===== config.mk =====
export PLATFORM = sky130hd
export DESIGN_NAME = fu_issue_stage
export DESIGN_NICKNAME = d
export VERILOG_FILES = /design/src/fu_pkg.sv /design/src/fu_issue_stage.sv
export VERILOG_INCLUDE_DIRS = /design/src
export SDC_FILE = /design/constraint.sdc
export NUM_CORES = 1
export LEC_CHECK = 0
export BUFFER_PORTS_ARGS = -buffer_cell sky130_fd_sc_hd__buf_2
export CORE_AREA = 2 2 485 487
export CTS_BUF_LIST = sky130_fd_sc_hd__clkbuf_4
export DETAILED_ROUTE_END_ITERATION = 7
export DIE_AREA = 0 0 487 489
export GPL_TIMING_DRIVEN = 0
export PLACE_DENSITY_LB_ADDON = 0.05
export REMOVE_ABC_BUFFERS = 1
export SYNTH_ARGS = -nofsm -noshare
export SYNTH_HDL_FRONTEND = slang
export SYNTH_SLANG_ARGS = --single-unit

===== constraint.sdc =====
create_clock -name clock -period 2.3 [get_ports clock]
set_clock_uncertainty 0.2 [all_clocks]
set_input_delay 0.46 -clock clock [delete_from_list [all_inputs] [get_ports clock]]
set_output_delay 0.46 -clock clock [all_outputs]
set_load 0.01 [all_outputs]

===== src/fu_macros.svh =====
`ifndef FU_MACROS_SVH
`define FU_MACROS_SVH

// Datapath and lane sizing
`define XLEN        64
`define NUM_ALU     2
`define MULT_STAGES 4   // Must divide XLEN evenly
`define CQ_DEPTH    16  // Power of two, queue pointers wrap
`define TAG_W       6

// Instruction fields
`define IMM_W       16  // Sign-extended literal
`define DISP_W      21  // Branch displacement in words

`define TRUE  1'b1
`define FALSE 1'b0

`endif


===== src/fu_pkg.sv =====
`include "fu_macros.svh"

package fu_pkg;

  // ALU_MULQ is steered to the multiplier, never to an ALU lane
  typedef enum logic [4:0] {
    ALU_ADDQ   = 5'h00,
    ALU_SUBQ   = 5'h01,
    ALU_AND    = 5'h02,
    ALU_BIC    = 5'h03,
    ALU_BIS    = 5'h04,
    ALU_ORNOT  = 5'h05,
    ALU_XOR    = 5'h06,
    ALU_EQV    = 5'h07,
    ALU_SRL    = 5'h08,
    ALU_SLL    = 5'h09,
    ALU_SRA    = 5'h0a,
    ALU_MULQ   = 5'h0b,
    ALU_CMPULT = 5'h0c,
    ALU_CMPEQ  = 5'h0d,
    ALU_CMPULE = 5'h0e,
    ALU_CMPLT  = 5'h0f,
    ALU_CMPLE  = 5'h10
  } alu_func_t;

  typedef struct packed {
    logic              ready;
    alu_func_t         func;
    logic [`TAG_W-1:0] tag;
    logic [`XLEN-1:0]  T1_value;
    logic [`XLEN-1:0]  T2_value;
    logic [`IMM_W-1:0] imm;
    logic              use_imm;   // Take imm in place of T2_value
  } fu_packet_t;

  typedef struct packed {
    logic               ready;
    logic [2:0]         func;     // [2] negate, [1:0] condition
    logic [`TAG_W-1:0]  tag;
    logic [`XLEN-1:0]   T1_value;
    logic [`XLEN-1:0]   pc;
    logic [`DISP_W-1:0] disp;
  } br_packet_t;

  typedef struct packed {
    fu_packet_t [`NUM_ALU-1:0] alu;
    fu_packet_t                mult;
    br_packet_t                br;
  } issue_bundle_t;

  typedef struct packed {
    logic              valid;
    logic [`TAG_W-1:0] tag;
    logic [`XLEN-1:0]  value;
  } fu_result_t;

  typedef struct packed {
    logic              valid;
    logic [`TAG_W-1:0] tag;
    logic              taken;
    logic [`XLEN-1:0]  target;
  } br_result_t;

endpackage


===== src/fu_issue_stage.sv =====
`timescale 1ns/100ps
`include "fu_macros.svh"

module fu_issue_stage (
  input  logic                              clock,
  input  logic                              reset,
  input  logic                              flush,
  input  fu_pkg::issue_bundle_t             issue,
  output fu_pkg::fu_packet_t [`NUM_ALU-1:0] alu_pkt,
  output fu_pkg::fu_packet_t                mult_pkt,
  output fu_pkg::br_packet_t                br_pkt
);

  fu_pkg::issue_bundle_t bundle_n;
  fu_pkg::issue_bundle_t bundle_q;

  function automatic logic [`XLEN-1:0] sext_imm(input logic [`IMM_W-1:0] imm);
    return {{(`XLEN-`IMM_W){imm[`IMM_W-1]}}, imm};
  endfunction

  // Operand select ahead of the register
  always_comb begin
    bundle_n = issue;
    for (int i = 0; i < `NUM_ALU; i++) begin
      if (issue.alu[i].use_imm) begin
        bundle_n.alu[i].T2_value = sext_imm(issue.alu[i].imm);
      end
    end
    if (issue.mult.use_imm) begin
      bundle_n.mult.T2_value = sext_imm(issue.mult.imm);
    end
  end

  always_ff @(posedge clock) begin
    bundle_q <= bundle_n;
    // Incoming bundle is dropped on a flush
    if (reset || flush) begin
      for (int i = 0; i < `NUM_ALU; i++) begin
        bundle_q.alu[i].ready <= `FALSE;
      end
      bundle_q.mult.ready <= `FALSE;
      bundle_q.br.ready   <= `FALSE;
    end
  end

  assign alu_pkt  = bundle_q.alu;
  assign mult_pkt = bundle_q.mult;
  assign br_pkt   = bundle_q.br;

endmodule


==> results of run 1 <==
cell families after synthesis:
group,after synthesis,synth area share [%]
muxes,192,17.78
buffers and inverters,36,2.987
and+or+nand+nor,4,0.1882
DFF,630,79.04
stage by stage:
step / setup TNS, ns / cells
3_3_place_gp: -151.55 / 5148
2_1_floorplan: 0 / 826
3_5_place_dp: 0 / 5151
==> impl_metrics.env, run 1 <==
export IMPL_avgSynthCellArea_um2=18.51
export IMPL_synth_ff_type="dfxtp_1"
export IMPL_cts_sinks=630
export IMPL_status="stopped before the end"
export IMPL_ys_types=8
export IMPL_postSynthCellCount=862
export IMPL_synthTopCellsByArea="dfxtp_1 79%, mux2_4 17%, buf_12 2.3%"
export IMPL_cts_setup_buffers=0
export IMPL_cts_resized_gates=1149
export IMPL_firstError="[ERROR RSZ-0060] Max buffer count reached."
export IMPL_seq_area_frac_synth_pct=79.04
export IMPL_die_x_um=487
export IMPL_start_util_pct=6.830
export IMPL_ys_ff_latch=630
export IMPL_synthMostInstantiatedCell="dfxtp_1"
export IMPL_num_rows=178
export IMPL_synth_edf_count=0
export IMPL_haltStage="clock tree synthesis"
export IMPL_yosysWarnings=0
export IMPL_hold_buffers=1103
export IMPL_dp_slack_ns=0.1094
export IMPL_synth_top_area_share_pct=79.04
export IMPL_globalplace_congestion=0.8218
export IMPL_place_area_mm2=0.02572
export IMPL_cts_inserted_buffers=206
export IMPL_h_tree_depth=4
export IMPL_io_buffers=1262
export IMPL_boundaryPins=1263
export IMPL_dp_hpwl_mm=93.85
export IMPL_root_buffer="clkbuf_4"
export IMPL_synth_async_sr_flop_share_pct=0
export IMPL_syn_area_mm2=0.01596
export IMPL_synth_top_area_cell="dfxtp_1"
export IMPL_die_h_um=489
export IMPL_yosys_top_cells_count="630 x dfxtp_1, 180 x mux2_4, 18 x buf_12"
export IMPL_cts_buffer_depth=3
==> run 2, diff against run 1 <==
--- a/config.mk
+++ b/config.mk
@@ -7,12 +7,11 @@
 export NUM_CORES = 1
 export LEC_CHECK = 0
 export BUFFER_PORTS_ARGS = -buffer_cell sky130_fd_sc_hd__buf_2
-export CORE_AREA = 2 2 485 487
-export CTS_BUF_LIST = sky130_fd_sc_hd__clkbuf_4
+export CORE_AREA = 2 2 494 496
 export DETAILED_ROUTE_END_ITERATION = 7
-export DIE_AREA = 0 0 487 489
+export DIE_AREA = 0 0 496 498
 export GPL_TIMING_DRIVEN = 0
-export PLACE_DENSITY_LB_ADDON = 0.05
+export PLACE_DENSITY_LB_ADDON = 0.15
 export REMOVE_ABC_BUFFERS = 1
 export SYNTH_ARGS = -nofsm -noshare
 export SYNTH_HDL_FRONTEND = slang
==> impl_metrics.env, run 2 <==
export IMPL_report_final_hold_viol_count=0
export IMPL_start_util_pct=6.597
export IMPL_syn_area_mm2=0.01596
export IMPL_via_per_inst=2.498
export IMPL_tightest_slew_ns=1.281
export IMPL_cp_end_kind="output port"
export IMPL_crit_family="flip-flops"
export IMPL_largest_register_ff_count=314
export IMPL_synth_compound_area_share_pct=0
export IMPL_crit_required_ns=1.64
export IMPL_drc=0
export IMPL_yosysWarnings=0
export IMPL_critPathSlowestCell="dfxtp_1"
export IMPL_boundaryPins=1263
export IMPL_final_max_slew_viol_count=0
export IMPL_io_buffers=1262
export IMPL_yosys_area_share_simple_pct=0.1882
export IMPL_max_clock_freq_mhz=479.9
export IMPL_wirelength_mm=150.4
export IMPL_dieArea_mm2=0.2470
export IMPL_path_clk_slew_ns=0.06
export IMPL_cts_setup_buffers=0
export IMPL_root_buffer="clkbuf_16"
export IMPL_post_synth_fa_ha_maj_area_fraction_pct=0
export IMPL_num_rows=181
export IMPL_dp_hpwl_mm=129.8
export IMPL_wl_per_cell_um=24.22
export IMPL_cp_arrival_ns=1.42
export IMPL_dp_slack_ns=0.2115
export IMPL_synth_top_family_by_area="multiplexers"
export IMPL_avgSynthCellArea_um2=18.51
export IMPL_ant_nets=0
export IMPL_cp_cell_sequence="buf_2"
export IMPL_drive_gt1_share_pct=55.76
export IMPL_h_tree_depth=3
export IMPL_yosys_top_cells_count="630 x dfxtp_1, 180 x mux2_4, 18 x buf_12"
export IMPL_synthMostInstantiatedCell="dfxtp_1"
export IMPL_ys_types=8
export IMPL_synth_edf_count=0
export IMPL_setup_tns_ns=0
export IMPL_grt_use_total_pct=11.68
export IMPL_cts_buffer_depth=3
export IMPL_die_x_um=496
export IMPL_postLayoutCoreUtil_pct=14.83
export IMPL_vias=15510
export IMPL_cts_inserted_buffers=94
export IMPL_grt_pass1_vias=16320
export IMPL_muxShareOfSynthArea_pct=17.78
export IMPL_synthTopCellsByArea="dfxtp_1 79%, mux2_4 17%, buf_12 2.3%"
export IMPL_status="complete, no violations"
export IMPL_hold_buffers=637
export IMPL_relSlewSlack_pct=14.57
export IMPL_path_class="flip-flop to output port"
export IMPL_seq_area_mm2=0.01261
export IMPL_postSynthCellCount=862
export IMPL_worstPathBufferInverterCount=1
export IMPL_rsz0062_at_grt="false"
export IMPL_cts_resized_gates=0
export IMPL_cts_sinks=630
export IMPL_syn2layout_area_growth_pct=124.8
export IMPL_setup_viol=0
export IMPL_p_total_w=0.03134
export IMPL_globalplace_congestion=0.8510
export IMPL_cts_tree="built"
export IMPL_post_route_min_period_ns=2.084
export IMPL_mostFrequentLayoutCell="buf_2"
export IMPL_multi_input_area_mm2=0.002868
export IMPL_nets=3457
export IMPL_drtIter0Drc=550
export IMPL_grt_pass1_wl_mm=182.7
export IMPL_drv_cap=0
export IMPL_core_area_mm2=0.2419
export IMPL_crit_path_max_fanout=1
export IMPL_synth_async_sr_flop_share_pct=0
export IMPL_grt_max_degree=56
export IMPL_antenna_found_initial=250
export IMPL_ys_ff_latch=630
export IMPL_synth_top_area_cell="dfxtp_1"
export IMPL_dr_pass1_iters=4
export IMPL_power_leakage_nw=16.15
export IMPL_hold_class="primary input to flip-flop"
export IMPL_die_h_um=498
export IMPL_seq_area_frac_synth_pct=79.04
export IMPL_final_cell_mix="1,259 x buf_2, 637 x dlygate4sd3_1, 630 x dfxtp_1"
export IMPL_cp_start_kind="flip-flop"
export IMPL_whs_ns=0.1116
export IMPL_finalCritPeriodShare_pct=90.60
export IMPL_fillers=27330
export IMPL_power_density_mw_per_mm2=873.5
export IMPL_synth_xor_area_share_pct=0
export IMPL_synth_top_area_share_pct=79.04
export IMPL_grt_ovfl_total=0
export IMPL_synth_ff_type="dfxtp_1"
export IMPL_crit_path_max_incr_delay_ns=0.48
export IMPL_worst_slack_ns=0.2162
export IMPL_irDropWorstVdd_mv=0.4965
run 2: path summary, 6_finish.rpt:
| check | from | to | slack [ns] | cells past startpoint |
|---|---|---|---|---|
| worst min-delay path | issue[316] | alu_pkt[63]$_DFF_P_ | 0.11 | 2 |
| worst max-delay path | alu_pkt[159]$_DFF_P_ | alu_pkt[159] | 0.22 | 1 |
run 2: per-stage QoR:
stage | cells | instance area [um^2]
2_1_floorplan | 826 | 15480
3_5_place_dp | 5293 | 25900
3_3_place_gp | 5290 | 25800
4_1_cts | 6102 | 35600
6_report | 6210 | 35870
5_1_grt | 6144 | 35710
run 2: kinds of logic after synthesis:
family,count (synthesis)
muxes,192
buffers and inverters,36
and+or+nand+nor,4
DFF,630
run 2: layout make-up:
| cell class | instances | area share [%] |
|---|---|---|
| Antenna cell | 108 | 0.7533 |
| Clock buffer | 124 | 7.404 |
| Clock inverter | 48 | 1.883 |
| Multi-Input combinational cell | 196 | 7.994 |
| Sequential cell | 630 | 35.16 |
| Tap cell | 3202 | 11.17 |
| Timing Repair Buffer | 1902 | 35.64 |
run 2: report_power, final:
group	total, W	switching, W	leakage, nW	internal, W
sequential	0.0118	0.000183	5.32	0.0116
clock	0.0157	0.00612	1.62	0.00960
combinational	0.00383	0.00189	9.21	0.00194
run 2: metal layers:
metal  up-vias  GRT usage, %  routed length (um)  share of wire (%)
met2      1121         17.35               61990                 41
met3       378         8.203               23170                 15
met4       126         2.937                4381                2.9
met5         -             0                 794               0.53
li1       6935             -                   -                  -
met1      6950         13.40               60080                 40
(Power assumes the default switching activity.)
