<file path="config.mk">
export PLATFORM = sky130hd
export DESIGN_NAME = completion_queue
export DESIGN_NICKNAME = d
export VERILOG_FILES = /design/src/fu_pkg.sv /design/src/completion_queue.sv
export VERILOG_INCLUDE_DIRS = /design/src
export SDC_FILE = /design/constraint.sdc
export NUM_CORES = 2
export LEC_CHECK = 0
export ABC_AREA = 0
export BUFFER_PORTS_ARGS = -buffer_cell sky130_fd_sc_hd__buf_4
export CAP_MARGIN = 20
export CORE_MARGIN = 5
export CORE_UTILIZATION = 47
export CTS_BUF_LIST = sky130_fd_sc_hd__clkbuf_8
export DETAILED_ROUTE_END_ITERATION = 8
export HOLD_SLACK_MARGIN = 0.06
export PLACE_DENSITY = 0.68
export SYNTH_ARGS = -nofsm -noshare
export SYNTH_HDL_FRONTEND = slang
export SYNTH_SLANG_ARGS = --single-unit
</file>
<file path="constraint.sdc">
create_clock -name clock -period 9.9 [get_ports clock]
set_input_delay 1.98 -clock clock [delete_from_list [all_inputs] [get_ports clock]]
set_output_delay 1.98 -clock clock [all_outputs]
set_load 0.02 [all_outputs]
</file>
<file path="src/fu_macros.svh">
`ifndef FU_MACROS_SVH
`define FU_MACROS_SVH

// Datapath and lane sizing
`define XLEN        64
`define NUM_ALU     2
`define MULT_STAGES 4   // Must divide XLEN evenly
`define CQ_DEPTH    16  // Power of two, queue pointers wrap
`define TAG_W       6

// Instruction fields
`define IMM_W       16  // Sign-extended literal
`define DISP_W      21  // Branch displacement in words

`define TRUE  1'b1
`define FALSE 1'b0

`endif

</file>
<file path="src/fu_pkg.sv">
`include "fu_macros.svh"

package fu_pkg;

  // ALU_MULQ is steered to the multiplier, never to an ALU lane
  typedef enum logic [4:0] {
    ALU_ADDQ   = 5'h00,
    ALU_SUBQ   = 5'h01,
    ALU_AND    = 5'h02,
    ALU_BIC    = 5'h03,
    ALU_BIS    = 5'h04,
    ALU_ORNOT  = 5'h05,
    ALU_XOR    = 5'h06,
    ALU_EQV    = 5'h07,
    ALU_SRL    = 5'h08,
    ALU_SLL    = 5'h09,
    ALU_SRA    = 5'h0a,
    ALU_MULQ   = 5'h0b,
    ALU_CMPULT = 5'h0c,
    ALU_CMPEQ  = 5'h0d,
    ALU_CMPULE = 5'h0e,
    ALU_CMPLT  = 5'h0f,
    ALU_CMPLE  = 5'h10
  } alu_func_t;

  typedef struct packed {
    logic              ready;
    alu_func_t         func;
    logic [`TAG_W-1:0] tag;
    logic [`XLEN-1:0]  T1_value;
    logic [`XLEN-1:0]  T2_value;
    logic [`IMM_W-1:0] imm;
    logic              use_imm;   // Take imm in place of T2_value
  } fu_packet_t;

  typedef struct packed {
    logic               ready;
    logic [2:0]         func;     // [2] negate, [1:0] condition
    logic [`TAG_W-1:0]  tag;
    logic [`XLEN-1:0]   T1_value;
    logic [`XLEN-1:0]   pc;
    logic [`DISP_W-1:0] disp;
  } br_packet_t;

  typedef struct packed {
    fu_packet_t [`NUM_ALU-1:0] alu;
    fu_packet_t                mult;
    br_packet_t                br;
  } issue_bundle_t;

  typedef struct packed {
    logic              valid;
    logic [`TAG_W-1:0] tag;
    logic [`XLEN-1:0]  value;
  } fu_result_t;

  typedef struct packed {
    logic              valid;
    logic [`TAG_W-1:0] tag;
    logic              taken;
    logic [`XLEN-1:0]  target;
  } br_result_t;

endpackage

</file>
<file path="src/completion_queue.sv">
`timescale 1ns/100ps
`include "fu_macros.svh"

module completion_queue (
  input  logic                            clock,
  input  logic                            reset,
  input  logic                            flush,
  input  fu_pkg::fu_result_t [`NUM_ALU:0] results,
  output fu_pkg::fu_result_t              cdb,
  output logic                            stall
);

  localparam int NW         = `NUM_ALU + 1;
  localparam int PTR_W      = $clog2(`CQ_DEPTH);
  localparam int CNT_W      = $clog2(`CQ_DEPTH + 1);
  localparam int NWR_W      = $clog2(NW + 1);
  localparam int STALL_FREE = NW * (`MULT_STAGES + 1);  // Worst case still in flight

  fu_pkg::fu_result_t mem [`CQ_DEPTH];

  logic [PTR_W-1:0] head;
  logic [PTR_W-1:0] tail;
  logic [CNT_W-1:0] count;
  logic [CNT_W-1:0] free;
  logic [NWR_W-1:0] n_wr;
  logic [NW-1:0]    wr_en;
  logic [PTR_W-1:0] wr_idx [NW];
  logic             pop;

  assign free = CNT_W'(`CQ_DEPTH) - count;
  assign pop  = (count != '0);

  // Compact valid inputs in index order, mult sits at index 0
  always_comb begin
    n_wr = '0;
    for (int i = 0; i < NW; i++) begin
      wr_idx[i] = tail + PTR_W'(n_wr);
      wr_en[i]  = results[i].valid && (CNT_W'(n_wr) < free);  // Lost if full
      n_wr      = n_wr + NWR_W'(wr_en[i]);
    end
  end

  always_ff @(posedge clock) begin
    for (int i = 0; i < NW; i++) begin
      if (wr_en[i]) mem[wr_idx[i]] <= results[i];
    end
  end

  always_ff @(posedge clock) begin
    if (reset || flush) begin
      head  <= '0;
      tail  <= '0;
      count <= '0;
    end else begin
      head  <= head + PTR_W'(pop);
      tail  <= tail + PTR_W'(n_wr);
      count <= count + CNT_W'(n_wr) - CNT_W'(pop);
    end
  end

  // Head entry is broadcast while the queue is non-empty
  assign cdb.valid = pop;
  assign cdb.tag   = mem[head].tag;
  assign cdb.value = mem[head].value;

  assign stall = (free < CNT_W'(STALL_FREE));

endmodule

</file>
Yosys cells after proc, flatten, opt, wreduce, memory -nomap -nowiden:

Memories as Yosys holds them, arrays and structs flattened. A register that Yosys moved wholly into a read port is not among the register bits.
Cells that the tools add are included.
Widths: inputs -> output; s select.

* RAM bits: 1136
* memories kept: 1
* input port bits: 216
* output and inout bits: 72
* register bits after elaboration: 13
* word-level logic and storage cells: 29

* reductions and logical operators: 5
* $lt $le $gt $ge: 4
* $add $sub $neg: 9
* multiplexer cells: 7

Memories
* mem: words 16, width 71, read ports 1, clocked after memory_dff 1, wr ports 3, line completion_queue.sv:19 `` fu_pkg::fu_result_t mem [`CQ_DEPTH]; ``

Operator list (number)
* $add 4x1->4: 2
* $add 4x2->4: 2
* $mux 1: 6
* $add 5x2->5: 1
* $lt 1x5->1: 1
* $lt 1x5->1 const A: 1
* $lt 2x5->1: 1
* $lt 5x4->1 const B: 1
* $reduce_bool 5->1: 1
* $sub 5x1->5: 1
* $sub 5x5->5 const A: 1
* $mux 4: 1
* $logic_and 1x1->1: 3
* $add 1x1->2: 1
* $add 2x1->2: 1
* $logic_or 1x1->1: 1

Depth between registers and ports, before layout:

* depth in word-level cells: 11
* depth in mapped cells: 25
* gate-level depth less buffers: 23

Worst setup path after synthesis:

Ideal clock, no wire load.

* path kind: input to register
* start point: in results[70] (netlist name)
* end point: mem mem[4][0] (netlist name) (enable)
* path buffers: 3
* arrival time: 6186 ps
* stages: 14
* path slack: 2815 ps
* required time: 9001 ps
* setup time: 899 ps
* cell sequence: nand2b_1 -> and4b_1 -> a21oi_1 -> and2_1 -> ha_1 -> ha_1 -> nor2b_1 -> o21a_1 -> o311a_1 -> clkbuf_1 -> and3_1 -> clkbuf_1 -> buf_2 -> nand3b_1

RTL lines
* from (decl): line completion_queue.sv:8 `` input fu_pkg::fu_result_t [`NUM_ALU:0] results, ``
* to (decl): line completion_queue.sv:19

==> summary.txt <==
Run status
  – Run status: finished with violations
  – Failing checks: DRC

Power and ir drop
  – Pwr/cell area: 264 nW/um^2
  – Peak supply drop: 0.361 mV
  – Comb power frac: 0.458
  – Leakage: 23.5 nW
  – Switch share: 0.406
  – Pint: 12.1 mW
  – Clock network power share: 0.204
  – Net Sw Power: 8.25 mW
  – Flop pwr share: 0.339

Clocking
  – Setup repair bufs after CTS: 0
  – Clock sink count: 1133
  – CTS Hold Bufs: 0
  – CTS root buf: clkbuf_8
  – CTS H-tree lvls: 4
  – CTS max path bufs: 3
  – Reg clk slew, reported paths: 0.06 ns
  – Post-cts resize count: 0
  – Clock buffer count from CTS: 194
  – Clock latency on the worst-skew pair: 0.97 ns
  – CTS tree: built

Global routing
  – Total track usage: 0.324
  – Vias in the first global route: 52800
  – Initial antenna violation count: 27
  – First-pass GRT wire length: 371 mm
  – Largest net degree at the start of global routing: 153
  – GRT overflow: 0

Timing
  – RSZ-0062 raised after global routing: false
  – Final setup vio count: 0
  – Count of pins over their slew limit: 0
  – Final Hold Fails: 0
  – Clk_skew: 0.0631 ns
  – Crit share post-route: 0.734
  – Worst slew pin tran: 1.21 ns
  – Fmax: 138 MHz
  – Fin Setup TNS: 0 ns
  – Slew headroom: 0.190
  – Final setup margin: 2.63 ns
  – Period minus WS final: 7.27 ns

Worst setup path
  – Cells on worst reg2reg path: 16
  – Crit path capture type: register
  – Reg-to-reg slack, setup: 2.63 ns
  – FF-to-FF Start: count[0]$_SDFF_PP0_
  – Crit path max fanout: 45
  – FF-to-FF End: mem[13][50]$_DFFE_PP_
  – WP data required: 10.47 ns
  – Crit path kind: register to register
  – Number of buffers and inverters on the critical path: 2
  – CP most frequent cell: ha_1
  – Slowest CP cell: nand3_4
  – Setup crit start: count[0]$_SDFF_PP0_
  – Critical path's top delay family: simple AND/OR/NAND/NOR gates
  – Crit-path max cell delay: 0.96 ns
  – Cells along the critical path: inv_1 > ha_1 > and2_1 > ha_1 > and4b_1 > a21oi_1 > and2_1 > ha_1 > ha_1 > nor2b_1 > o21a_1 > o311a_1 > nor3_1 > nand2_4 > nand3_4 > buf_4
  – CP Depth: 16
  – Critical path endpoint: mem[13][50]$_DFFE_PP_
  – CP Data Arrival Time: 7.84 ns
  – Crit start category: register

Die
  – Die Wd: 395 um
  – Core Region: 148000 um^2
  – Die footprint: 156000 um^2
  – # IOs: 288
  – Initial core utilization: 0.473
  – Site Rows: 141
  – Die Y: 395 um

Logic synthesis
  – Top FF cell, synth: edfxtp_1
  – Post-Synthesis Cells: 5219
  – Async set or reset register ratio after synthesis: 0
  – Synth Area per Inst: 13.4 um^2
  – Synth area leader: edfxtp_1
  – Yosys warns: 0
  – Yosys reg bits: 1133
  – Register area share after synthesis: 0.485
  – Synth top area cells: edfxtp_1, mux2_2, mux4_2
  – Number of synthesized flops with an enable pin: 1120
  – Cell area after synthesis: 69800 um^2
  – Post-Syn Nets: 5457
  – Synth top cells by count: edfxtp_1, mux2_2, o211ai_1
  – Synth top area share: 0.482
  – Synth cell types: 57
  – Most instantiated library cell after synthesis: edfxtp_1

Detailed routing
  – Vias: 53300
  – Drt wl/cell: 35.4 um
  – Vias per cell: 7.23
  – Routed wire length: 261 mm
  – Initial drt markers: 8723
  – Post-detailed-route count of antenna-violating nets: 0
  – 1st-pass router iterations: 8
  – Detailed-route DRC error count: 2

Finish
  – Multi-input gate area: 33800 um^2
  – Non-Filler Instances: 7374
  – Layout cells sized above 1: 0.378
  – Synthesis-to-finish area growth: 10.3%
  – FF/Latch Area: 33900 um^2
  – Fillers: 12400
  – Final net count: 5501
  – Final Util: 0.522

Placed design
  – Hpwl dp: 146 mm
  – Final GP Congestion: 0.908
  – Placed Cells: 6994
  – Place WS: 1.99 ns
  – Buffers on Ports: 287

Min path
  – Hold Path Class: register to register

Run
  – Max Cap Viol: 0
-- cell type report --
| cell class | count | area share |
|---|---|---|
| multi-input cells | 3535 | 0.439 |
| clock buffers | 196 | 0.0350 |
| repair buffers | 382 | 0.0405 |
| flip-flops and latches | 1133 | 0.440 |
| inverters | 17 | 0.000829 |
| well taps | 1930 | 0.0314 |
| clock inverters | 164 | 0.0121 |
| diodes | 17 | 0.000552 |
-- power groups by stage --
stage	combinational, mW	clock [mW]	sequential, mW
detailed placement	9.01	0	6.98
CTS	9.06	4.16	6.88
finish	9.30	4.14	6.88
global placement	8.85	0	6.95
floorplan	5.90	0	6.95
global route	9.62	4.38	6.93
-- per-stage QoR --
stage                     total power [mW]  cell area, um^2  hold WS, ns
final                                 20.3            77000        0.597
after global routing                  20.9            77000        0.669
after CTS                             20.1            76900        0.601
after detailed placement              16.0            73300        0.590
after global placement                15.8            73300        0.568
after floorplan                       12.9            69800        0.546
-- worst min-delay path, delay by kind of cell (launching register included) --
family         cells  cell delay, ns
XOR/XNOR           1            0.08
AO/OA/AOI/OAI      2            0.13
flip-flops         1            0.34
-- layout by cell type (no fill, tap or decap), types with 4 or more instances in the layout --
| master | synthesis | layout |
|---|---|---|
| dfxtp_4 | 0 | 4 |
| o21ai_1 | 68 | 68 |
| buf_4 | 2 | 364 |
| nor2b_1 | 9 | 9 |
| and2_1 | 10 | 8 |
| mux2_2 | 1022 | 1022 |
| clkinv_1 | 0 | 59 |
| xor2_1 | 4 | 4 |
| ha_1 | 19 | 19 |
| nor2_1 | 15 | 13 |
| a21oi_1 | 8 | 8 |
| nand3_4 | 0 | 8 |
| inv_1 | 17 | 72 |
| clkbuf_8 | 0 | 196 |
| edfxtp_1 | 1120 | 1120 |
| nand2b_1 | 7 | 7 |
| buf_12 | 0 | 15 |
| nand2_4 | 0 | 8 |
| clkinvlp_4 | 0 | 5 |
| diode_2 | 0 | 17 |
| o21ai_0 | 49 | 49 |
| bufinv_16 | 0 | 7 |
| nand3_1 | 20 | 12 |
| nand3b_1 | 9 | 9 |
| clkinv_2 | 0 | 29 |
| nand4_1 | 8 | 8 |
| o2bb2ai_1 | 208 | 208 |
| nand2_1 | 653 | 645 |
| a211oi_1 | 4 | 4 |
| mux2_1 | 98 | 98 |
| and3_4 | 0 | 9 |
| mux4_2 | 350 | 350 |
| dfxtp_1 | 13 | 9 |
| o211ai_1 | 914 | 914 |
| xnor2_1 | 6 | 6 |
-- sequential cells by signal, summed over array words and instances, names as in the netlist --
name	flops
tail	4
count	5
head	4
mem	1120
-- layer usage --
metal | track usage | part of all wire | vias up
li1 | - | - | 21500
met1 | 0.425 | 0.36 | 26400
met2 | 0.496 | 0.45 | 4423
met3 | 0.0852 | 0.13 | 986
met4 | 0.169 | 0.061 | 18
met5 | 0 | 0.0010 | -
-- cells by family after synthesis --
group	count (synthesis)	share of synthesized area
and+or+nand+nor	762	0.0448
muxes	1470	0.294
buffers and inverters	551	0.0340
DFF	1133	0.485
AOI/OAI and AO/OA	1271	0.137
adders and majority gates	22	0.00427
xor gates and xnor gates	10	0.00125
-- worst min-delay path by stage --
stage / start / endpoint / slack [ns] / cells after the start
4_1_cts: count[4]$_SDFF_PP0_ / count[4]$_SDFF_PP0_ / 0.60 / 3
2_1_floorplan: count[0]$_SDFF_PP0_ / count[0]$_SDFF_PP0_ / 0.55 / 2
3_5_place_dp: count[4]$_SDFF_PP0_ / count[4]$_SDFF_PP0_ / 0.59 / 3
6_report: count[4]$_SDFF_PP0_ / count[4]$_SDFF_PP0_ / 0.60 / 3
5_1_grt: count[4]$_SDFF_PP0_ / count[4]$_SDFF_PP0_ / 0.67 / 3
3_3_place_gp: count[4]$_SDFF_PP0_ / count[4]$_SDFF_PP0_ / 0.57 / 3
No activity file was read; power rests on OpenSTA's default activity.
