--- src/fu_macros.svh ---
`ifndef FU_MACROS_SVH
`define FU_MACROS_SVH

// Datapath and lane sizing
`define XLEN        64
`define NUM_ALU     2
`define MULT_STAGES 4   // Must divide XLEN evenly
`define CQ_DEPTH    16  // Power of two, queue pointers wrap
`define TAG_W       6

// Instruction fields
`define IMM_W       16  // Sign-extended literal
`define DISP_W      21  // Branch displacement in words

`define TRUE  1'b1
`define FALSE 1'b0

`endif

--- src/fu_pkg.sv ---
`include "fu_macros.svh"

package fu_pkg;

  // ALU_MULQ is steered to the multiplier, never to an ALU lane
  typedef enum logic [4:0] {
    ALU_ADDQ   = 5'h00,
    ALU_SUBQ   = 5'h01,
    ALU_AND    = 5'h02,
    ALU_BIC    = 5'h03,
    ALU_BIS    = 5'h04,
    ALU_ORNOT  = 5'h05,
    ALU_XOR    = 5'h06,
    ALU_EQV    = 5'h07,
    ALU_SRL    = 5'h08,
    ALU_SLL    = 5'h09,
    ALU_SRA    = 5'h0a,
    ALU_MULQ   = 5'h0b,
    ALU_CMPULT = 5'h0c,
    ALU_CMPEQ  = 5'h0d,
    ALU_CMPULE = 5'h0e,
    ALU_CMPLT  = 5'h0f,
    ALU_CMPLE  = 5'h10
  } alu_func_t;

  typedef struct packed {
    logic              ready;
    alu_func_t         func;
    logic [`TAG_W-1:0] tag;
    logic [`XLEN-1:0]  T1_value;
    logic [`XLEN-1:0]  T2_value;
    logic [`IMM_W-1:0] imm;
    logic              use_imm;   // Take imm in place of T2_value
  } fu_packet_t;

  typedef struct packed {
    logic               ready;
    logic [2:0]         func;     // [2] negate, [1:0] condition
    logic [`TAG_W-1:0]  tag;
    logic [`XLEN-1:0]   T1_value;
    logic [`XLEN-1:0]   pc;
    logic [`DISP_W-1:0] disp;
  } br_packet_t;

  typedef struct packed {
    fu_packet_t [`NUM_ALU-1:0] alu;
    fu_packet_t                mult;
    br_packet_t                br;
  } issue_bundle_t;

  typedef struct packed {
    logic              valid;
    logic [`TAG_W-1:0] tag;
    logic [`XLEN-1:0]  value;
  } fu_result_t;

  typedef struct packed {
    logic              valid;
    logic [`TAG_W-1:0] tag;
    logic              taken;
    logic [`XLEN-1:0]  target;
  } br_result_t;

endpackage

--- src/brcond.sv ---
`timescale 1ns/100ps
`include "fu_macros.svh"

module brcond (
  input  logic               clock,
  input  logic               reset,
  input  fu_pkg::br_packet_t br_packet,
  output fu_pkg::br_result_t br_out
);

  logic             cond;
  logic [`XLEN-1:0] disp_ext;
  logic [`XLEN-1:0] target;

  always_comb begin
    case (br_packet.func[1:0])
      2'b00:   cond = (br_packet.T1_value[0] == 1'b0);  // LBC
      2'b01:   cond = (br_packet.T1_value == '0);       // EQ
      2'b10:   cond = br_packet.T1_value[`XLEN-1];      // LT, sign bit only
      default: cond = br_packet.T1_value[`XLEN-1] || (br_packet.T1_value == '0);  // LE
    endcase
  end

  // Word displacement to byte offset
  assign disp_ext = {{(`XLEN-`DISP_W-2){br_packet.disp[`DISP_W-1]}}, br_packet.disp, 2'b00};
  assign target   = br_packet.pc + `XLEN'(4) + disp_ext;

  always_ff @(posedge clock) begin
    if (reset) begin
      br_out.valid <= `FALSE;
    end else begin
      br_out.valid <= br_packet.ready;
    end
    br_out.tag    <= br_packet.tag;
    br_out.taken  <= cond ^ br_packet.func[2];  // func[2] negates
    br_out.target <= target;
  end

endmodule

--- config.mk ---
export PLATFORM = sky130hd
export DESIGN_NAME = brcond
export DESIGN_NICKNAME = d
export VERILOG_FILES = /design/src/fu_pkg.sv /design/src/brcond.sv
export VERILOG_INCLUDE_DIRS = /design/src
export SDC_FILE = /design/constraint.sdc
export NUM_CORES = 1
export LEC_CHECK = 0
export BUFFER_PORTS_ARGS = -buffer_cell sky130_fd_sc_hd__buf_2
export CAP_MARGIN = 25
export CORE_UTILIZATION = 46
export DETAILED_ROUTE_END_ITERATION = 10
export PLACE_DENSITY_LB_ADDON = 0.12
export SYNTH_ARGS = -nofsm -noshare
export SYNTH_HDL_FRONTEND = slang
export SYNTH_SLANG_ARGS = --single-unit
--- constraint.sdc ---
create_clock -name clock -period 3.2 [get_ports clock]
set_input_delay 0.48 -clock clock [delete_from_list [all_inputs] [get_ports clock]]
set_output_delay 0.48 -clock clock [all_outputs]
set_load 0.01 [all_outputs]
Yosys cells after proc, flatten, opt, wreduce, memory -nomap -nowiden

Index checks and enable logic that the tools add are counted.

$mul: 0
$add $sub $neg: 2
Muxes and demuxes: 1
Div/mod/pow operators: 0
Shift operators: 0
Reductions and logical operators: 3
Bitwise gates (word level): 2
Eq/ne operators: 2
Order comparisons: 0

Operator list:

| kind                                                 | count |
|---|---|
| adder 64 x 3 -> 64 bit (second input constant)       | 1 |
| adder 64 bit                                         | 1 |
| logical NOT 64 bit                                   | 1 |
| case mux 1 bit (3 select lines)                      | 1 |
| equality test 2 x 1 -> 1 bit (second input constant) | 1 |
| equality test 2 bit (second input constant)          | 1 |
| logical NOT 2 bit                                    | 1 |
| logical OR 1 bit                                     | 1 |
| NOT 1 bit                                            | 1 |
| bitwise XOR 1 bit                                    | 1 |

Output and inout port bits: 72
Input port bits: 161
Memory bits (read-only): 0
Memories: 0
Memory bits (writable): 0
Bits in latches: 0
Logic and storage cells: 14
Register bits after elaboration: 72

Logic depth before layout (Yosys ltp)

Gate-level depths: netlist of the first run.

Word-level depth: 4
Gate-level depth with buffers: 14

Worst setup path before layout of the first run

Ideal clock, no wire load.

Kind: input-to-reg
Start: input br_packet[1] in the netlist's numbering
End: register br_out[61] in the netlist's numbering
Arrival time: 3.159 ns
Path buffers: 0
Slack: -0.071 ns
Cell stages on the path: 12
Cell sequence: ha_1 > ha_1 > fa_1 > a211oi_1 > o21ai_1 > a31oi_1 > o21ai_1 > a31oi_2 > o21ai_1 > a21oi_2 > mux2i_1 > a2111oi_1

Cells in the longest elaborated chain, start to end: 1

RTL lines:

| item                 | line         | text |
|---|---|---|
| start, declared      | brcond.sv:7  | `input fu_pkg::br_packet_t br_packet,` |
| adder 64 bit         | brcond.sv:26 | `` assign target = br_packet.pc + `XLEN'(4) + disp_ext; `` |
| named net target[61] | brcond.sv:13 | `` logic [`XLEN-1:0] target; `` |
| end, declared        | brcond.sv:8  | `output fu_pkg::br_result_t br_out` |

The timed path passes the listed nets, and every way through them passes these cells.
A chain may end at the register's enable or synchronous reset.

Worst setup path in the final report of the first run

Start: input br_packet[2] in the netlist's numbering
End: register br_out[62] in the netlist's numbering

The elaborated chain is that of the path after synthesis.

==> reports/metrics.cfg, run 1 <==
[global_routing]
grt_max_degree = 17
grt-ovfl-total = 0
antenna_found_initial = 1
grt_pass1_wl_um = 28200
grt_usage_pct = 27.0
grt_pass1_vias = 6171

[synthesis]
synthCells = 708
synth_area_um2 = 6030
synth.area.top_cells = ha_1, dfxtp_1, a21oi_1, xnor2_1, a21o_1
synth_ff_type = dfxtp_1
yosys-top-cells-count = ha_1, a21oi_1, dfxtp_1, nand2_1, xnor2_1
yosys.area.top_type = ha_1
synth_edf_count = 0
avgSynthCellArea_um2 = 8.52
synth.distinct_cells = 58
synth_most_common_cell = ha_1
async_flop_share_pct = 0
synth_nets = 991
ys_seq_area_share_pct = 23.9
synth_seq_cells = 72
synth_warnings = 0
synth_top_area_share_pct = 25.1

[final_layout]
reg_top3 = br_out: 72 flops
n_fill_cell = 1173
design_area_um2 = 8730
area_growth_pct = 44.6
n_antenna_cell = 0
layout-drive-gt1-share_pct = 38.0
largest_reg_flops = 72
max_flop_register = br_out
nets = 1357

[setup_path]
critPathKind = in2reg
crit_slowest_cell = or4_4
arrival_ns = 3.26
required_ns = 3.40
startpoint = br_packet[2]
critical_path.max_stage_delay_ns = 0.56
path_buf_inv = 2
worst_path_most_repeated_cell = o211ai_1
crit_family = simple AND/OR/NAND/NOR gates
crit_chain = buf_2, ha_1, ha_1, a211oi_2, nor4_1, or4_4, a21o_1, nor3b_1, buf_4, o211ai_1, o211ai_1, nand4_1, o211ai_1
start_kind = input port
endpoint_kind = flop
worst-path-max-fanout = 4

[die]
dieHeight_um = 117
io_pins = 233
dieWidth_um = 117
start_util_pct = 47.4
rows = 41
coreArea_um2 = 12700
dieArea_um2 = 13600

[clock_tree]
h-tree-depth = 3
numCtsBuffers = 9
cts-root-buf = clkbuf_16
cts_tree = built
clock_path_buffers = 2
path_clk_slew_ns = 0.06
clkSinkCount = 72
post_cts_buffers = 0
cts_hold_buf = 0

[sta]
hold_violations = 0
min_period_over_period_pct = 95.4
drv_slew = 0
worst_slew_pin_slew_ns = 0.553
slew_headroom_pct = 62.8
layout_min_cycle_time_ns = 3.05
fmax_mhz = 328
grt_setup_unrepaired = no
setup_viol_count_final = 0

[placement]
dp_hpwl_um = 15500
place_area_um2 = 8430
port_buffers = 232
finalWeightedCongestion = 0.896

[min_path]
hold_class = in2reg
hold_start = br_packet[150]
whs_path_depth = 1
min_to = br_out[66]$_DFF_P_

[routing]
drcViolationCount = 0
via_per_inst = 5.22
firstDrtPassIters = 5
drt-initial-drc-count = 322
wirelength_um = 18200
wire_per_inst_um = 14.6
ant_nets = 0
num_vias = 6525

[pwr]
ir_drop_mv = 0.265
powerDensity_nw_per_um2 = 462
power_w = 0.00403
p_leak_nw = 4.53

[job]
drv_cap = 0

[outcome]
status = finished clean

==> timing repair <==
| action | 4_1_cts | 5_1_grt |
|---|---|---|
| endpoints found under the hold margin | 0 | 0 |
| gates resized for setup | 0 | 6 |
| endpoints found under the setup margin | 0 | 2 |
==> cell usage in the layout (no fill, tap or decap), drive strengths merged, types with 5 or more instances in the layout <==
master	instances
clkbuf	11
o211ai	10
o21ai	37
xnor2	37
xor2	19
nor2b	7
a21o	27
nand3	23
nand2	49
ha	121
a211oi	6
nand4	20
buf	378
and3	9
dfxtp	72
inv	27
a21oi	77
nor4	20
and4	5
nor3	13
a31oi	6
o21bai	16
nor2	31
o21a	6
==> layout make-up <==
type                            count  area, um2  share of cell area, %
Multi-Input combinational cell    586       4430                   50.8
Timing Repair Buffer              378       2270                   26.0
Sequential cell                    72       1440                   16.5
Clock buffer                       11        233                   2.67
Tap cell                          172        215                   2.47
Inverter                           27        101                   1.16
Clock inverter                      5       33.8                  0.387
==> worst max path at each step <==
stage          cells after the start                 end  slack, ns
2_1_floorplan                     12  br_out[61]$_DFF_P_       0.01
3_3_place_gp                      13  br_out[61]$_DFF_P_      -0.16
3_5_place_dp                      13  br_out[61]$_DFF_P_      -0.22
4_1_cts                           13  br_out[61]$_DFF_P_       0.11
5_1_grt                           12  br_out[56]$_DFF_P_      0.003
6_report                          13  br_out[62]$_DFF_P_       0.15
==> power breakdown <==
part,internal [W],switching (W)
combinational,0.000942,0.000974
sequential,0.00114,0.0000658
clock,0.000523,0.000393
total,0.00260,0.00143
==> per-stage QoR <==
step | setup WS [ns] | utilization, % | hold WS (ns) | TNS, ns | cells
after CTS | 0.111 | 68.4 | 0.229 | 0 | 1251
after floorplan | 0.0106 | - | 0.508 | 0 | 708
after global routing | 0.00302 | 68.6 | 0.229 | 0 | 1251
after detailed placement | -0.222 | 66.3 | 0.584 | -2.57 | 1235
final | 0.147 | 68.6 | 0.238 | 0 | 1251
after global placement | -0.165 | 66.3 | 0.582 | -1.81 | 1235
==> cell families (layout without fill, tap and decap cells) <==
| group | Yosys count | after routing | synth area share (%) |
|---|---|---|---|
| buffers and inverters | 50 | 421 | 3.19 |
| AND/OR/NAND/NOR | 198 | 198 | 17.2 |
| AO/OA/AOI/OAI | 209 | 209 | 22.0 |
| multiplexers | 1 | 1 | 0.166 |
| adder cells (fa/ha/maj) | 122 | 122 | 25.4 |
| flip-flops | 72 | 72 | 23.9 |
| XOR/XNOR | 56 | 56 | 8.13 |
==> per-layer routing <==
layer / vias to the layer above / share of wire, % / global-route usage (%)
met1: 2917 / 42 / 30.7
met5: - / 0 / 0
met4: 0 / 1.6 / 7.26
met2: 207 / 51 / 51.1
met3: 25 / 5.6 / 5.09
li1: 3376 / - / -
(Power assumes the default switching activity.)
==> inputs of run 2 (changes only) <==
- CELL_PAD_IN_SITES_DETAIL_PLACEMENT: unset -> 1
- CELL_PAD_IN_SITES_GLOBAL_PLACEMENT: unset -> 1
- CORE_UTILIZATION: 46 -> 33
==> run 2 against run 1 <==
Compared with the run above:
- non-clock buffer count increased by 20
- combinational power rose by 5%
- first-iteration DRC count shrank 45%
- sequential share of layout area is 0.67 points lower
- sequential power about the same
- total power increased by 8.4%
- clock power rose by 24%
- global-route usage shrank 3.3 points
- via count increased by 4.4%
- count of clock-buffer cells in the layout down 1
- critical path depth did not move
- critical endpoint is now br_out[56]$_DFF_P_
- largest power group unchanged
- highest routed layer unchanged
==> reports/metrics.cfg, run 2 (synthesis gave the netlist of run 1 again) <==
[clock_tree]
cts-root-buf = clkbuf_16
cts_tree = built
h-tree-depth = 3  ; unchanged
clkSinkCount = 72  ; unchanged
numCtsBuffers = 9  ; unchanged
path_clk_slew_ns = 0.07  ; about the same
cts_hold_buf = 0  ; unchanged
clock_path_buffers = 2  ; unchanged

[global_routing]
antenna_found_initial = 1  ; unchanged
grt_pass1_wl_um = 34200  ; +21%
grt_pass1_vias = 7049  ; +14%
grt_max_degree = 22  ; +5
grt-ovfl-total = 0  ; unchanged
grt_usage_pct = 23.7  ; -3.3 points

[setup_path]
required_ns = 3.43  ; +0.03 ns
start_kind = input port
critPathKind = in2reg
worst-path-max-fanout = 4  ; unchanged
endpoint_kind = flop
arrival_ns = 3.31  ; +0.05 ns

[placement]
port_buffers = 232  ; unchanged
finalWeightedCongestion = 0.909  ; +1.4%
dp_hpwl_um = 18800  ; +21%
place_area_um2 = 8640  ; +2.4%

[final_layout]
fin_util_pct = 50.7  ; -18 points
n_fill_cell = 2255  ; +92%
final_cell_mix = buf_2, buf_4, ha_1, a21oi_1, dfxtp_1
area_growth_pct = 50.8
max_flop_register = br_out
design_area_um2 = 9100  ; +4.3%
layout-drive-gt1-share_pct = 40.4  ; +2.4 points
nets = 1377  ; +1.5%
layout_commonest_cell = buf_2
largest_reg_flops = 72  ; unchanged
reg_top3 = br_out: 72 flops

[outcome]
status = finished clean

[sta]
min_period_over_period_pct = 96.2  ; +0.82 points
slew_headroom_pct = 66.4  ; +3.6 points
drv_slew = 0  ; unchanged
worst_slew_pin_slew_ns = 0.498  ; -0.0555 ns
layout_min_cycle_time_ns = 3.08  ; +0.0262 ns
fmax_mhz = 325  ; -0.85%
setup_viol_count_final = 0  ; unchanged
hold_violations = 0  ; unchanged

[routing]
ant_nets = 0  ; unchanged
drt-initial-drc-count = 177  ; -45%
wirelength_um = 22000  ; +21%
via_per_inst = 5.12  ; -1.8%
wire_per_inst_um = 16.5  ; +13%
drcViolationCount = 0  ; unchanged
firstDrtPassIters = 4  ; -1
num_vias = 6810  ; +4.4%

[pwr]
p_leak_nw = 4.68  ; +3.3%
ir_drop_mv = 0.269  ; +1.3%
switching_power_w = 0.00157  ; +9.5%
powerDensity_nw_per_um2 = 481  ; +4.0%
combPwrFrac_pct = 46.2  ; -1.3 points
p_sw_share_pct = 35.8  ; +0.33 points
internal-power_w = 0.00281  ; +7.9%
p_clk_share_pct = 26.1  ; +3.4 points
p_seq_share_pct = 27.7  ; -2.1 points

[die]
dieArea_um2 = 18800  ; +39%
rows = 49  ; +20%
dieHeight_um = 137  ; +18%
dieWidth_um = 137  ; +18%
start_util_pct = 33.6  ; -14 points
coreArea_um2 = 18000  ; +41%
io_pins = 233  ; unchanged

[job]
drv_cap = 0  ; unchanged

[min_path]
hold_class = in2reg

run 2: per-stage QoR:
step,worst slack (ns),total power [W],hold WS [ns],setup TNS [ns],instances
floorplan,0.0106,0.00222,0.508,0,708
global placement,-0.269,0.00317,0.582,-4.53,1310
detailed placement,-0.389,0.00321,0.584,-6.76,1310
CTS,0.00500,0.00437,0.221,0,1326
global route,-0.00532,0.00468,0.217,-0.00532,1328
finish,0.121,0.00437,0.228,0,1329
run 2: final timing paths:
path | start | end | slack, ns | depth (start not counted)
max | br_packet[2] | br_out[56]$_DFF_P_ | 0.12 | 13
min | br_packet[149] | br_out[65]$_DFF_P_ | 0.23 | 1
run 2: layer usage:
metal  vias up  global-route usage, %  share of wire (%)
met5         -                      0                  0
met2       174                   45.3                 52
met1      3195                   25.8                 40
met3        23                   4.34                5.7
li1       3418                      -                  -
met4         0                   8.42                1.8
run 2: critical path: stages:
cell and delay [ns]:
buf_2 0.11, ha_2 0.37, ha_4 0.22, a211oi_2 0.26
nor4_1 0.09, buf_4 0.14, or4_4 0.55, a21oi_2 0.17
nor3_1 0.09, o211ai_1 0.25, a21oi_2 0.11, nor4bb_2 0.38
a311oi_2 0.08
run 2: power groups by stage:
stage / Sequential (W) / Clock [W] / Combinational (W)
2_1_floorplan: 0.00134 / 0 / 0.000878
3_3_place_gp: 0.00123 / 0 / 0.00193
3_5_place_dp: 0.00123 / 0 / 0.00198
4_1_cts: 0.00122 / 0.00116 / 0.00200
5_1_grt: 0.00124 / 0.00120 / 0.00224
6_report: 0.00121 / 0.00114 / 0.00202
run 2: area by class of cell:
type / instances / area, um2 / area share (%)
diodes: 1 / 2.50 / 0.0275
clock buffers: 10 / 229 / 2.52
clock inverters: 6 / 92.6 / 1.02
inverters: 27 / 101 / 1.11
multi-input cells: 586 / 4520 / 49.7
flip-flops and latches: 72 / 1440 / 15.8
well taps: 229 / 287 / 3.15
repair buffers: 398 / 2420 / 26.6
run 2: what timing repair did:
| item | 4_1_cts | 5_1_grt |
|---|---|---|
| gates resized for setup | 0 | 23 |
| endpoints found under the setup margin | 1 | 21 |
| cloned | 0 | 0 |
| buffers inserted | 0 | 2 |
| pin swaps | 5 | 12 |
| endpoints found under the hold margin | 0 | 0 |
